===== src/hw/dmiss_pkg.sv =====
package dmiss_pkg;

    // address and data widths
    localparam int ADDR_W = 32;
    localparam int WORD_W = 32;
    localparam int WORD_BYTES = 4;

    // line geometry, one burst fills one line
    localparam int LINE_WORDS = 8;
    localparam int LINE_OFS_W = 5;
    localparam int WORD_SEL_W = $clog2(LINE_WORDS);

    typedef logic [ADDR_W-1:0] addr_t;

    // line number, byte offset stripped
    typedef logic [ADDR_W-LINE_OFS_W-1:0] line_addr_t;

    typedef logic [WORD_W-1:0] word_t;

    // word 0 sits in the low bits
    typedef word_t [LINE_WORDS-1:0] line_t;

    // one enable per byte, bit w*WORD_BYTES+k is byte k of word w
    typedef logic [LINE_WORDS*WORD_BYTES-1:0] line_mask_t;

    typedef logic [3:0] lq_tag_t;

endpackage

===== src/hw/dcache_miss.sv =====
`timescale 1ns/1ns

module dcache_miss
    import dmiss_pkg::*;
#(
    parameter int MISS_ENTRIES = 4,
    parameter int WAIT_ENTRIES = 4
) (
    input  logic       clk,
    input  logic       rst,

    input  logic       ld_valid,
    input  addr_t      ld_addr,
    input  lq_tag_t    ld_tag,
    output logic       ld_full,

    input  logic       st_valid,
    input  addr_t      st_addr,
    input  line_t      st_data,
    input  line_mask_t st_mask,
    output logic       st_full,

    output logic       ar_valid,
    output addr_t      ar_addr,
    input  logic       ar_ready,
    input  logic       r_valid,
    input  word_t      r_data,
    input  logic       r_last,

    output logic       refill_valid,
    output addr_t      refill_addr,
    output line_t      refill_data,
    output logic       refill_dirty,
    input  logic       refill_ack,

    output logic       resp_valid,
    output lq_tag_t    resp_tag,
    output word_t      resp_data
);
    localparam int IDX_W = $clog2(MISS_ENTRIES);

    logic ld_accept;
    logic [IDX_W-1:0] alloc_idx;
    logic wait_free;

    logic fetch_start;
    line_addr_t fetch_addr;
    line_t head_data;
    line_mask_t head_mask;
    logic fill_beat_last;
    logic fill_done;
    line_t fill_line;

    logic wake_valid;
    logic [IDX_W-1:0] wake_idx;
    line_t wake_line;
    logic wake_done;

    miss_queue #(
        .MISS_ENTRIES (MISS_ENTRIES)
    ) miss_queue_i (
        .clk            (clk),
        .rst            (rst),
        .ld_valid       (ld_valid),
        .ld_addr        (ld_addr),
        .ld_accept      (ld_accept),
        .ld_full        (ld_full),
        .alloc_idx      (alloc_idx),
        .st_valid       (st_valid),
        .st_addr        (st_addr),
        .st_data        (st_data),
        .st_mask        (st_mask),
        .st_full        (st_full),
        .wait_free      (wait_free),
        .fetch_start    (fetch_start),
        .fetch_addr     (fetch_addr),
        .head_data      (head_data),
        .head_mask      (head_mask),
        .fill_beat_last (fill_beat_last),
        .fill_done      (fill_done),
        .fill_line      (fill_line),
        .refill_valid   (refill_valid),
        .refill_addr    (refill_addr),
        .refill_data    (refill_data),
        .refill_dirty   (refill_dirty),
        .refill_ack     (refill_ack),
        .wake_valid     (wake_valid),
        .wake_idx       (wake_idx),
        .wake_line      (wake_line),
        .wake_done      (wake_done)
    );

    load_waiter #(
        .MISS_ENTRIES (MISS_ENTRIES),
        .WAIT_ENTRIES (WAIT_ENTRIES)
    ) load_waiter_i (
        .clk        (clk),
        .rst        (rst),
        .ld_accept  (ld_accept),
        .ld_addr    (ld_addr),
        .ld_tag     (ld_tag),
        .alloc_idx  (alloc_idx),
        .wait_free  (wait_free),
        .wake_valid (wake_valid),
        .wake_idx   (wake_idx),
        .wake_line  (wake_line),
        .wake_done  (wake_done),
        .resp_valid (resp_valid),
        .resp_tag   (resp_tag),
        .resp_data  (resp_data)
    );

    line_fetch line_fetch_i (
        .clk            (clk),
        .rst            (rst),
        .fetch_start    (fetch_start),
        .fetch_addr     (fetch_addr),
        .head_data      (head_data),
        .head_mask      (head_mask),
        .ar_valid       (ar_valid),
        .ar_addr        (ar_addr),
        .ar_ready       (ar_ready),
        .r_valid        (r_valid),
        .r_data         (r_data),
        .r_last         (r_last),
        .fill_beat_last (fill_beat_last),
        .fill_done      (fill_done),
        .fill_line      (fill_line)
    );

endmodule


===== src/hw/line_fetch.sv =====
`timescale 1ns/1ns

module line_fetch
    import dmiss_pkg::*;
(
    input  logic       clk,
    input  logic       rst,

    input  logic       fetch_start,
    input  line_addr_t fetch_addr,
    input  line_t      head_data,
    input  line_mask_t head_mask,

    output logic       ar_valid,
    output addr_t      ar_addr,
    input  logic       ar_ready,

    input  logic       r_valid,
    input  word_t      r_data,
    input  logic       r_last,

    output logic       fill_beat_last,
    output logic       fill_done,
    output line_t      fill_line
);
    // burst accepted, beats still due
    logic busy;
    logic [WORD_SEL_W-1:0] beat_cnt;
    line_t beat_buf;
    line_t hold_data;
    line_mask_t hold_mask;

    assign fill_beat_last = r_valid & r_last;

    always_ff @(posedge clk or posedge rst) begin
        if (rst) begin
            ar_valid <= 1'b0;
            busy <= 1'b0;
            beat_cnt <= '0;
            fill_done <= 1'b0;
        end else begin
            fill_done <= fill_beat_last;
            if (fetch_start) begin
                ar_valid <= 1'b1;
            end
            if (ar_valid && ar_ready) begin
                ar_valid <= 1'b0;
                busy <= 1'b1;
            end
            if (r_valid) begin
                beat_cnt <= beat_cnt + 1'b1;
                if (r_last) begin
                    busy <= 1'b0;
                    beat_cnt <= '0;
                end
            end
        end
    end

    always_ff @(posedge clk) begin
        if (fetch_start) begin
            ar_addr <= {fetch_addr, {LINE_OFS_W{1'b0}}};
        end
        if (r_valid) begin
            beat_buf[beat_cnt] <= r_data;
        end
        // stores are held off from here until the merged line is written
        if (fill_beat_last) begin
            hold_data <= head_data;
            hold_mask <= head_mask;
        end
    end

    // store bytes over memory bytes
    always_comb begin
        fill_line = beat_buf;
        for (int w = 0; w < LINE_WORDS; w++) begin
            for (int k = 0; k < WORD_BYTES; k++) begin
                if (hold_mask[w*WORD_BYTES+k]) begin
                    fill_line[w][8*k +: 8] = hold_data[w][8*k +: 8];
                end
            end
        end
    end

    no_stray_beat: assert property (@(posedge clk) disable iff (rst)
        r_valid |-> busy);

endmodule


===== src/hw/load_waiter.sv =====
`timescale 1ns/1ns

module load_waiter
    import dmiss_pkg::*;
#(
    parameter int MISS_ENTRIES = 4,
    parameter int WAIT_ENTRIES = 4
) (
    input  logic                            clk,
    input  logic                            rst,

    input  logic                            ld_accept,
    input  addr_t                           ld_addr,
    input  lq_tag_t                         ld_tag,
    input  logic [$clog2(MISS_ENTRIES)-1:0] alloc_idx,
    output logic                            wait_free,

    input  logic                            wake_valid,
    input  logic [$clog2(MISS_ENTRIES)-1:0] wake_idx,
    input  line_t                           wake_line,
    output logic                            wake_done,

    output logic                            resp_valid,
    output lq_tag_t                         resp_tag,
    output word_t                           resp_data
);
    localparam int IDX_W = $clog2(MISS_ENTRIES);
    localparam int SLOT_W = $clog2(WAIT_ENTRIES);

    logic [WAIT_ENTRIES-1:0] w_valid;
    lq_tag_t w_tag [WAIT_ENTRIES];
    logic [IDX_W-1:0] w_idx [WAIT_ENTRIES];
    logic [WORD_SEL_W-1:0] w_ofs [WAIT_ENTRIES];

    logic [SLOT_W-1:0] free_slot;
    logic [SLOT_W-1:0] match_slot;
    logic match_any;
    logic serve;

    // lowest free slot and lowest waiter on the woken entry
    always_comb begin
        free_slot = '0;
        match_slot = '0;
        match_any = 1'b0;
        for (int i = WAIT_ENTRIES - 1; i >= 0; i--) begin
            if (!w_valid[i]) begin
                free_slot = SLOT_W'(i);
            end
            if (w_valid[i] && (w_idx[i] == wake_idx)) begin
                match_slot = SLOT_W'(i);
                match_any = 1'b1;
            end
        end
    end

    assign wait_free = ~&w_valid;
    assign serve = wake_valid & match_any;

    // nobody left on this entry
    assign wake_done = wake_valid & ~match_any;

    always_ff @(posedge clk or posedge rst) begin
        if (rst) begin
            w_valid <= '0;
            resp_valid <= 1'b0;
        end else begin
            resp_valid <= serve;
            if (ld_accept) begin
                w_valid[free_slot] <= 1'b1;
            end
            if (serve) begin
                w_valid[match_slot] <= 1'b0;
            end
        end
    end

    always_ff @(posedge clk) begin
        if (ld_accept) begin
            w_tag[free_slot] <= ld_tag;
            w_idx[free_slot] <= alloc_idx;
            w_ofs[free_slot] <= ld_addr[LINE_OFS_W-1 -: WORD_SEL_W];
        end
        if (serve) begin
            resp_tag <= w_tag[match_slot];
            resp_data <= wake_line[w_ofs[match_slot]];
        end
    end

    // a load is only handed over while a slot is free
    accept_has_slot: assert property (@(posedge clk) disable iff (rst)
        ld_accept |-> wait_free);

endmodule


===== src/hw/miss_queue.sv =====
`timescale 1ns/1ns

module miss_queue
    import dmiss_pkg::*;
#(
    parameter int MISS_ENTRIES = 4
) (
    input  logic                            clk,
    input  logic                            rst,

    input  logic                            ld_valid,
    input  addr_t                           ld_addr,
    output logic                            ld_accept,
    output logic                            ld_full,
    output logic [$clog2(MISS_ENTRIES)-1:0] alloc_idx,

    input  logic                            st_valid,
    input  addr_t                           st_addr,
    input  line_t                           st_data,
    input  line_mask_t                      st_mask,
    output logic                            st_full,

    input  logic                            wait_free,

    output logic                            fetch_start,
    output line_addr_t                      fetch_addr,
    output line_t                           head_data,
    output line_mask_t                      head_mask,
    input  logic                            fill_beat_last,
    input  logic                            fill_done,
    input  line_t                           fill_line,

    output logic                            refill_valid,
    output addr_t                           refill_addr,
    output line_t                           refill_data,
    output logic                            refill_dirty,
    input  logic                            refill_ack,

    output logic                            wake_valid,
    output logic [$clog2(MISS_ENTRIES)-1:0] wake_idx,
    output line_t                           wake_line,
    input  logic                            wake_done
);
    localparam int IDX_W = $clog2(MISS_ENTRIES);
    localparam int CNT_W = IDX_W + 1;

    line_addr_t ent_addr [MISS_ENTRIES];
    line_t ent_data [MISS_ENTRIES];
    line_mask_t ent_mask [MISS_ENTRIES];
    logic [MISS_ENTRIES-1:0] ent_valid;
    logic [MISS_ENTRIES-1:0] ent_ready;
    logic [MISS_ENTRIES-1:0] ent_refilled;

    logic [IDX_W-1:0] head;
    logic [IDX_W-1:0] tail;
    logic [IDX_W-1:0] wake_ptr;
    logic [CNT_W-1:0] free_cnt;
    logic fetch_busy;

    line_addr_t ld_line;
    line_addr_t st_line;
    logic refill_fire;
    logic [MISS_ENTRIES-1:0] live;
    logic [MISS_ENTRIES-1:0] ld_hit;
    logic [MISS_ENTRIES-1:0] st_hit;
    logic [IDX_W-1:0] ld_hit_idx;
    logic [IDX_W-1:0] st_hit_idx;
    logic [IDX_W-1:0] st_idx;
    logic ld_new;
    logic st_new;
    logic st_same;
    logic st_block;
    logic st_accept;
    line_t merge_data;
    line_mask_t merge_mask;

    assign ld_line = ld_addr[ADDR_W-1:LINE_OFS_W];
    assign st_line = st_addr[ADDR_W-1:LINE_OFS_W];
    assign refill_fire = refill_valid & refill_ack;

    // line compare, the head leaving this cycle no longer counts
    always_comb begin
        ld_hit_idx = '0;
        st_hit_idx = '0;
        for (int i = MISS_ENTRIES - 1; i >= 0; i--) begin
            live[i] = ent_valid[i] & ~(refill_fire & (head == IDX_W'(i)));
            ld_hit[i] = live[i] & (ent_addr[i] == ld_line);
            st_hit[i] = live[i] & (ent_addr[i] == st_line);
            if (ld_hit[i]) begin
                ld_hit_idx = IDX_W'(i);
            end
            if (st_hit[i]) begin
                st_hit_idx = IDX_W'(i);
            end
        end
    end

    assign ld_accept = ld_valid & wait_free & ((|ld_hit) | (free_cnt != '0));
    assign ld_new = ld_accept & ~(|ld_hit);
    assign alloc_idx = (|ld_hit) ? ld_hit_idx : tail;

    // beat buffer latches head bytes on the last beat, merged line lands next cycle
    assign st_block = fill_beat_last | fill_done;
    assign st_same = ld_new & (st_line == ld_line);
    assign st_accept = st_valid & ~st_block
                     & ((|st_hit) | st_same | (free_cnt > CNT_W'(ld_new)));
    assign st_new = st_accept & ~(|st_hit) & ~st_same;
    assign st_idx = (|st_hit) ? st_hit_idx :
                    st_same   ? tail : tail + IDX_W'(ld_new);

    always_comb begin
        merge_data = ent_data[st_idx];
        merge_mask = (|st_hit) ? (ent_mask[st_idx] | st_mask) : st_mask;
        for (int w = 0; w < LINE_WORDS; w++) begin
            for (int k = 0; k < WORD_BYTES; k++) begin
                if (st_mask[w*WORD_BYTES+k]) begin
                    merge_data[w][8*k +: 8] = st_data[w][8*k +: 8];
                end
            end
        end
    end

    assign fetch_start = ent_valid[head] & ~ent_ready[head] & ~fetch_busy;
    assign fetch_addr = ent_addr[head];
    assign head_data = ent_data[head];
    assign head_mask = ent_mask[head];

    assign refill_valid = ent_valid[head] & ent_ready[head];
    assign refill_addr = {ent_addr[head], {LINE_OFS_W{1'b0}}};
    assign refill_data = ent_data[head];
    assign refill_dirty = |ent_mask[head];

    assign wake_valid = ent_refilled[wake_ptr];
    assign wake_idx = wake_ptr;
    assign wake_line = ent_data[wake_ptr];

    always_ff @(posedge clk or posedge rst) begin
        if (rst) begin
            ent_valid <= '0;
            ent_ready <= '0;
            ent_refilled <= '0;
            head <= '0;
            tail <= '0;
            wake_ptr <= '0;
            free_cnt <= CNT_W'(MISS_ENTRIES);
            fetch_busy <= 1'b0;
            ld_full <= 1'b0;
            st_full <= 1'b0;
        end else begin
            ld_full <= ld_valid & ~ld_accept;
            st_full <= st_valid & ~st_accept;
            if (ld_new) begin
                ent_valid[tail] <= 1'b1;
                ent_ready[tail] <= 1'b0;
            end
            if (st_new) begin
                ent_valid[st_idx] <= 1'b1;
                ent_ready[st_idx] <= 1'b0;
            end
            tail <= tail + IDX_W'(ld_new) + IDX_W'(st_new);
            if (fetch_start) begin
                fetch_busy <= 1'b1;
            end
            if (fill_done) begin
                fetch_busy <= 1'b0;
                ent_ready[head] <= 1'b1;
            end
            if (refill_fire) begin
                ent_valid[head] <= 1'b0;
                ent_ready[head] <= 1'b0;
                ent_refilled[head] <= 1'b1;
                head <= head + 1'b1;
            end
            // slot comes back only once all its loads are served
            if (wake_done) begin
                ent_refilled[wake_ptr] <= 1'b0;
                wake_ptr <= wake_ptr + 1'b1;
            end
            free_cnt <= free_cnt - CNT_W'(ld_new) - CNT_W'(st_new) + CNT_W'(wake_done);
        end
    end

    always_ff @(posedge clk) begin
        if (ld_new) begin
            ent_addr[tail] <= ld_line;
            ent_mask[tail] <= '0;
        end
        if (st_new) begin
            ent_addr[st_idx] <= st_line;
        end
        if (st_accept) begin
            ent_data[st_idx] <= merge_data;
            ent_mask[st_idx] <= merge_mask;
        end
        if (fill_done) begin
            ent_data[head] <= fill_line;
        end
    end

    free_cnt_bound: assert property (@(posedge clk) disable iff (rst)
        free_cnt <= CNT_W'(MISS_ENTRIES));

    // refill only from a live head whose burst has finished
    refill_head_live: assert property (@(posedge clk) disable iff (rst)
        refill_valid |-> ent_valid[head] && !fetch_busy);

endmodule


===== config.mk =====
export PLATFORM = sky130hd
export DESIGN_NAME = dcache_miss
export DESIGN_NICKNAME = d
export VERILOG_FILES = /design/src/hw/dmiss_pkg.sv /design/src/hw/dcache_miss.sv /design/src/hw/line_fetch.sv /design/src/hw/load_waiter.sv /design/src/hw/miss_queue.sv
export SDC_FILE = /design/constraint.sdc
export NUM_CORES = 2
export LEC_CHECK = 0
export BUFFER_PORTS_ARGS = -buffer_cell sky130_fd_sc_hd__buf_2
export CAP_MARGIN = 5
export CORE_UTILIZATION = 45
export DETAILED_ROUTE_END_ITERATION = 8
export GPL_TIMING_DRIVEN = 0
export PLACE_DENSITY = 0.59
export SYNTH_ARGS = -nofsm -noshare
export SYNTH_HDL_FRONTEND = slang
export SYNTH_SLANG_ARGS = --single-unit

===== constraint.sdc =====
create_clock -name clk -period 8 [get_ports clk]
set_clock_uncertainty 0.15 [all_clocks]
set_input_delay 0 -clock clk [delete_from_list [all_inputs] [get_ports clk]]
set_output_delay 0 -clock clk [all_outputs]
set_load 0.1 [all_outputs]

# After elaboration in Yosys (flattened, before gate mapping)
# Memory sizes are Yosys's and may differ from the RTL's. A register that Yosys moved wholly into a read port is not among the register bits.
# Index checks and enable logic that the tools add are counted.
dict set report totals {
  romBits 0
  mem_count 6
  inputBits 396
  regBits 637
  out_inout_bits 362
  latch_bits 0
  ramBits 1296
}
# name depth width read_ports rd_clocked_by_memory_dff write_ports line_no
set memory_table {}
lappend memory_table {miss_queue_i.ent_data 4 256 2 0 1 miss_queue.sv:48} ;# line_t ent_data [MISS_ENTRIES];
lappend memory_table {miss_queue_i.ent_mask 4 32 2 0 2 miss_queue.sv:49} ;# line_mask_t ent_mask [MISS_ENTRIES];
lappend memory_table {miss_queue_i.ent_addr 4 27 5 0 2 miss_queue.sv:47} ;# line_addr_t ent_addr [MISS_ENTRIES];
lappend memory_table {load_waiter_i.w_tag 4 4 1 1 1 load_waiter.sv:31} ;# lq_tag_t w_tag [WAIT_ENTRIES];
lappend memory_table {load_waiter_i.w_ofs 4 3 1 0 1 load_waiter.sv:33} ;# logic [WORD_SEL_W-1:0] w_ofs [WAIT_ENTRIES];
lappend memory_table {load_waiter_i.w_idx 4 2 4 0 1 load_waiter.sv:32} ;# logic [IDX_W-1:0] w_idx [WAIT_ENTRIES];
dict set report op_classes {
  n_bitwise 67
  n_eq_ne 48
  div_mod_pow 0
  add_sub_neg 8
  n_shift 0
  multipliers 0
  n_mux 139
  reduce_logical 54
  order_cmp 16
}
# op n
set op_table {}
lappend op_table {{8-bit 2-to-1 mux} 64}
lappend op_table {{256-bit bitwise mux} 1}
lappend op_table {{256-bit 2-to-1 mux} 1}
lappend op_table {{256-bit OR reduction} 1}
lappend op_table {{27-bit equality test} 9}
lappend op_table {{32-bit 2-to-1 mux} 4}
lappend op_table {{32-bit binary-select mux with 3-bit select} 1}
lappend op_table {{32-bit demux with 3-bit select} 1}
lappend op_table {{2-bit AND reduction} 32}
lappend op_table {{4-bit 2-to-1 mux} 11}
lappend op_table {{2-bit 2-to-1 mux} 20}
lappend op_table {{1-bit bitwise AND} 33}
lappend op_table {{1-bit inequality test (second input constant)} 32}
lappend op_table {{32-bit OR} 1}
lappend op_table {{32-bit OR reduction} 1}
lappend op_table {{1-bit 2-to-1 mux} 26}
lappend op_table {{4-bit bitwise AND} 6}
lappend op_table {{4-bit inverter} 5}
lappend op_table {{4-bit OR} 5}
lappend op_table {{2-bit by 3-bit < comparator with 1-bit output (second input constant)} 6}
lappend op_table {{1-bit inverter} 13}
lappend op_table {{1-bit demux with 2-bit select} 6}
lappend op_table {{2-bit by 1-bit greater-or-equal comparator with 1-bit output (second input constant)} 6}
lappend op_table {{1-bit logical AND} 12}
lappend op_table {{other kinds (20)} 35}

# Longest topological paths before layout
dict set report logic_depth {
  word_depth 26
  mapped_depth 21
}

# Hierarchy
# From an unflattened synthesis, not the netlist that was laid out.
dict set report hier_totals {
  hier_cells 5246
  area_unflattened_um2 92160.9
}
# mod instances seq_area_each_um2 area_each_um2 cells_per_inst
set by_module_without_submodules {}
lappend by_module_without_submodules {miss_queue 1 38438.1 65202.5 3705}
lappend by_module_without_submodules {line_fetch 1 17271.6 20920.1 896}
lappend by_module_without_submodules {load_waiter 1 2287.2 6038.3 645}

# Worst setup path after synthesis
# OpenSTA, ideal clock, no wires.
dict set report synth_timing {
  kind {reg-to-reg}
  start {reg miss_queue_i.head[1]}
  end {mem miss_queue_i.ent_mask[0][0] in the netlist's numbering (enable)}
  t_required_ps 7380
  setup_ps 470
  slack_ps 1285
  n_path_buf 5
  path_stages_with_launch 16
  arrival_ps 6095
  period_less_slack_ps 6715
  path_cell_list {dfrtp_1 -> clkbuf_1 -> buf_1 -> clkbuf_1 -> inv_1 -> ha_1 -> a21oi_1 -> nand3_1 -> nand4_1 -> nor3_1 -> ha_1 -> o2111a_1 -> or3_1 -> clkbuf_1 -> clkbuf_1 -> o31ai_1}
}
# item line_no
set synth_rtl {}
lappend synth_rtl {{start: declaration} miss_queue.sv:54} ;# logic [IDX_W-1:0] head;
lappend synth_rtl {{start signal: assignment} miss_queue.sv:172} ;# head <= head + 1'b1;
lappend synth_rtl {{end: declaration} miss_queue.sv:49}

# Worst setup path in the final report
dict set report layout_timing {
  start {reg miss_queue_i.head[1]}
  end {mem miss_queue_i.ent_data[1][166] in the netlist's numbering (enable)}
}
dict set report layout_via {
  elab_chain_cells 20
  elab_cells_between_ends 53
  classes_between {1 x add/sub; 1 x order compare; 3 x eq/ne; 14 x mux; 30 x bitwise; 4 x reduce/logical}
}
# item line_no
set layout_lines {}
lappend layout_lines {{branches (longest 20 deep; another with 4-bit OR reduction)} --}
lappend layout_lines {{end: declaration} miss_queue.sv:48}
# Several ways; the timed one is not identified. The select of a mux whose other input is x is not followed.

==> impl_metrics.py <==
metrics = {
    "layout": {
        "layout_commonest_cell": "edfxtp_1",
        "area_delta_synth_final_pct": 22.1,
        "fin_area_sq_um": 107000,
        "layout_common_cells": "edfxtp_1 (1903), buf_2 (696), mux4_2 (574)",
        "drive_gt1_share_pct": 25.3,
        "nets": 7250,
        "stdcell_count": 9560,
    },
    "clock_tree": {
        "clockRootBuffer": "clkbuf_16",
        "cts_buffers": 204,
        "cts_tree": "yes",
        "postCtsSetupRepairBufs": 0,
        "htree_levels": 4,
        "worstSkewPairLatency_ns": 0.85,
        "clock-sinks": 1937,
        "clk_pin_slew_ns": 0.06,
        "clk_path_buf_depth": 3,
    },
    "power_and_ir_drop": {
        "power_density_nw_per_um2": 474,
        "p_sw_uw": 25000,
        "power_frac_clock_pct": 18.1,
        "comb_power_share_pct": 52.0,
        "internal-power_uw": 25600,
        "ir_worst_vdd_uv": 542,
        "cellLeakagePower_uw": 0.0368,
        "p_seq_share_pct": 29.9,
        "switching_share_pct": 49.4,
    },
    "synth": {
        "synth_cell_types": 65,
        "synth_edf_count": 1903,
        "synth_flop_cell": "edfxtp_1",
        "synth_top_family_by_area": "multiplexers",
        "synth.area.mux_share_pct": 19.1,
        "syn_area_per_cell_sq_um": 16.4,
        "yosysTopAreaCell": "edfxtp_1",
        "ys_warn_count": 0,
        "yosysSeqAreaShare_pct": 66.2,
        "synthArstFlopShare_pct": 1.76,
        "synth_xor_area_share_pct": 2.58,
        "synth-simple-area-share_pct": 6.50,
        "synth-seq-cells": 1937,
        "synth_area_sq_um": 87600,
        "synth_area_leaders": "edfxtp_1 (65%), mux4_2 (15%), mux2i_1 (2.9%)",
        "synth_compound_area_share_pct": 3.48,
        "synth-adder-area-share_pct": 0.237,
        "syn_inst": 5350,
        "synth_top_area_share_pct": 65.2,
    },
    "global_routing": {
        "grt_use_total_pct": 33.9,
        "use_met3_pct": 6.18,
        "grt_pass1_wl_microns": 458000,
        "overflow": 0,
        "grt_max_degree": 106,
        "grt_busiest_layer": "met2",
        "grt_antenna_before_repair": 27,
        "grt_use_met1_pct": 42.7,
        "grt_pass1_vias": 58584,
        "gr-usage-met2_pct": 53.7,
    },
    "worst_hold_path": {
        "hold_class": "in2reg",
        "holdPathStages": 4,
    },
    "route": {
        "routed_wl_microns": 338000,
        "antenna_left": 0,
        "routed-via-count": 59311,
        "drc": 0,
        "wl_per_cell_microns": 35.4,
        "drt_iter0_drc": 7505,
        "firstDrtPassIters": 6,
        "vias_per_cell": 6.20,
    },
    "critical_path": {
        "worstSetupPathType": "reg2reg",
        "crit_buf_inv": 8,
        "required_ns": 8.31,
        "cp_max_fo": 10,
        "worstPathCellList": "clkbuf_1, clkdlybuf4s15_1, clkbuf_2, inv_1, ha_1, a21oi_1, nand3_1, nand4_1, nor3_2, ha_1, inv_1, a21o_1, a31oi_1, buf_2, a31oi_2, buf_8, clkbuf_1, nor2_1",
        "path_depth": 18,
        "cp_slowest_cell": "nor2_1",
        "ff2ff_path_depth": 18,
        "critical_path.top_delay_family": "buffers and inverters",
        "cp-start-kind": "flip-flop",
        "cp-end-kind": "flip-flop",
        "cp_slowest_stage_delay_ns": 0.96,
        "cp_data_arrival_time_ns": 8.17,
    },
    "placed_design": {
        "dpl.hpwl_microns": 249000,
        "gp_congestion": 0.958,
        "place_area_sq_um": 95000,
        "place_ws_ns": -0.601,
        "port_buffers": 686,
        "dp_cells": 8603,
    },
    "floorplan": {
        "num_rows": 161,
        "dieArea_sq_um": 197000,
        "die_y_microns": 443,
        "ios": 758,
        "start_util_pct": 45.4,
        "core_area_sq_um": 193000,
        "fp.dieW_microns": 443,
    },
    "sta": {
        "tightest_slew_ns": 1.55,
        "finalCritPeriodShare_pct": 98.3,
        "rsz0062_at_grt": "yes",
        "relSlewSlack_pct": -3.43,
        "tns_ns": 0,
        "fin_crit_ns": 7.87,
        "setup_viol": 0,
        "finalHoldViolCount": 0,
        "drv_slew": 11,
        "fin_ws_ns": 0.132,
        "fmax_mhz": 127,
        "hold_slack_ns": 0.0458,
    },
    "run_status": {
        "run_status": "complete, but fails checks",
        "violations": "capacitance limit, slew limit",
    },
    "job": {
        "drv_cap": 1,
    },
}
## registers in the layout, indices dropped and copies added, names as in the netlist, 8 cells and up
signal                   flops
line_fetch_i.hold_mask      32
load_waiter_i.w_idx          8
load_waiter_i.resp_data     32
load_waiter_i.w_tag         16
line_fetch_i.beat_buf      256
line_fetch_i.ar_addr        27
miss_queue_i.ent_data     1024
load_waiter_i.w_ofs         12
miss_queue_i.ent_mask      128
line_fetch_i.hold_data     256
miss_queue_i.ent_addr      108
## cells in the mapped netlist (3+ instances only)
cell type  instances
edfxtp_1        1903
mux4_2           574
nor2_1           461
a21oi_1          336
nand2_1          328
clkbuf_1         297
mux2i_1          256
xnor2_1          216
mux2_2           106
buf_1             93
nand3_1           91
nor4_1            85
nor2b_1           67
nand4_1           55
nor3_1            53
o21ai_0           42
xor2_1            42
and3_1            41
and2_1            36
a311oi_1          33
dfrtp_1           33
a21o_1            32
a31o_2            32
inv_1             24
ha_1              15
buf_4             11
buf_2              8
a31oi_1            6
and4_1             6
nand2b_1           6
or3_1              5
a222oi_1           4
mux2_1             4
nand4b_1           3
o31a_1             3
o31ai_1            3
or2_2              3
## final timing paths
path                                     startpoint                             to  slack (ns)
setup / recovery               miss_queue_i.head[1]  miss_queue_i.ent_data[1][166]        0.13
hold / removal                         st_data[109]  miss_queue_i.ent_data[0][109]        0.05
setup reg to reg               miss_queue_i.head[1]  miss_queue_i.ent_data[1][166]        0.13
hold reg to reg            miss_queue_i.free_cnt[2]       miss_queue_i.free_cnt[2]        0.35
max in group asynchronous                       rst        miss_queue_i.fetch_busy        6.80
min in group asynchronous                       rst       load_waiter_i.w_valid[3]        0.32
## final cells by class
class / count / area (sq um)
fill: 15647 / 86000
sequential: 1937 / 58000
multi-input combinational: 2987 / 28100
timing repair buffer: 1273 / 9560
clock buffer: 264 / 5420
tap: 2526 / 3160
buffer: 411 / 1640
clock inverter: 109 / 890
inverter: 24 / 97.6
antenna: 29 / 72.6
## per-stage QoR
stage          util [%]  total power (uW)
6_report           55.4             50700
3_5_place_dp       49.2             41100
5_1_grt            55.4             51700
4_1_cts            55.4             50500
2_1_floorplan         -             32500
3_3_place_gp       48.9             40800
## repair_timing
item                                     CTS  global route
endpoints found under the hold margin   1922             0
gates resized for setup                    5            13
endpoints found under the setup margin   544           559
hold buffers                             553             0
cloned                                     0             0
## power groups by stage
stage / Combinational (uW) / Sequential [uW] / Clock [uW]
floorplan: 16400 / 16200 / 0
global placement: 25500 / 15300 / 0
detailed placement: 25800 / 15300 / 0
CTS: 26100 / 15100 / 9220
global route: 26800 / 15300 / 9580
finish: 26400 / 15100 / 9180
## kinds of logic (layout without fill, tap and decap cells)
logic type / after synthesis / after routing
fa+ha+maj: 16 / 16
other cells: 1 / 39
xor+xnor: 258 / 258
compound gates: 515 / 515
flops: 1937 / 1937
buf+inv: 435 / 2081
mux: 940 / 940
simple gates: 1248 / 1248
## layer usage
layer	share of wire [%]	vias to the layer above	routed length, microns
li1	-	24170	-
met1	36	30847	121000
met2	47	3541	159000
met3	9.1	751	30700
met4	8.0	2	27100
met5	0.0038	-	13
## worst reg2reg max path, delay by kind of cell, from the launching register on
kind / cells / cell delay (ns)
buffers and inverters: 8 / 3.31
AO/OA/AOI/OAI: 4 / 1.29
flip-flops: 1 / 0.38
AND/OR/NAND/NOR: 4 / 1.62
adder cells (fa/ha/maj): 2 / 0.71
Power figures use the tool's default switching activity.
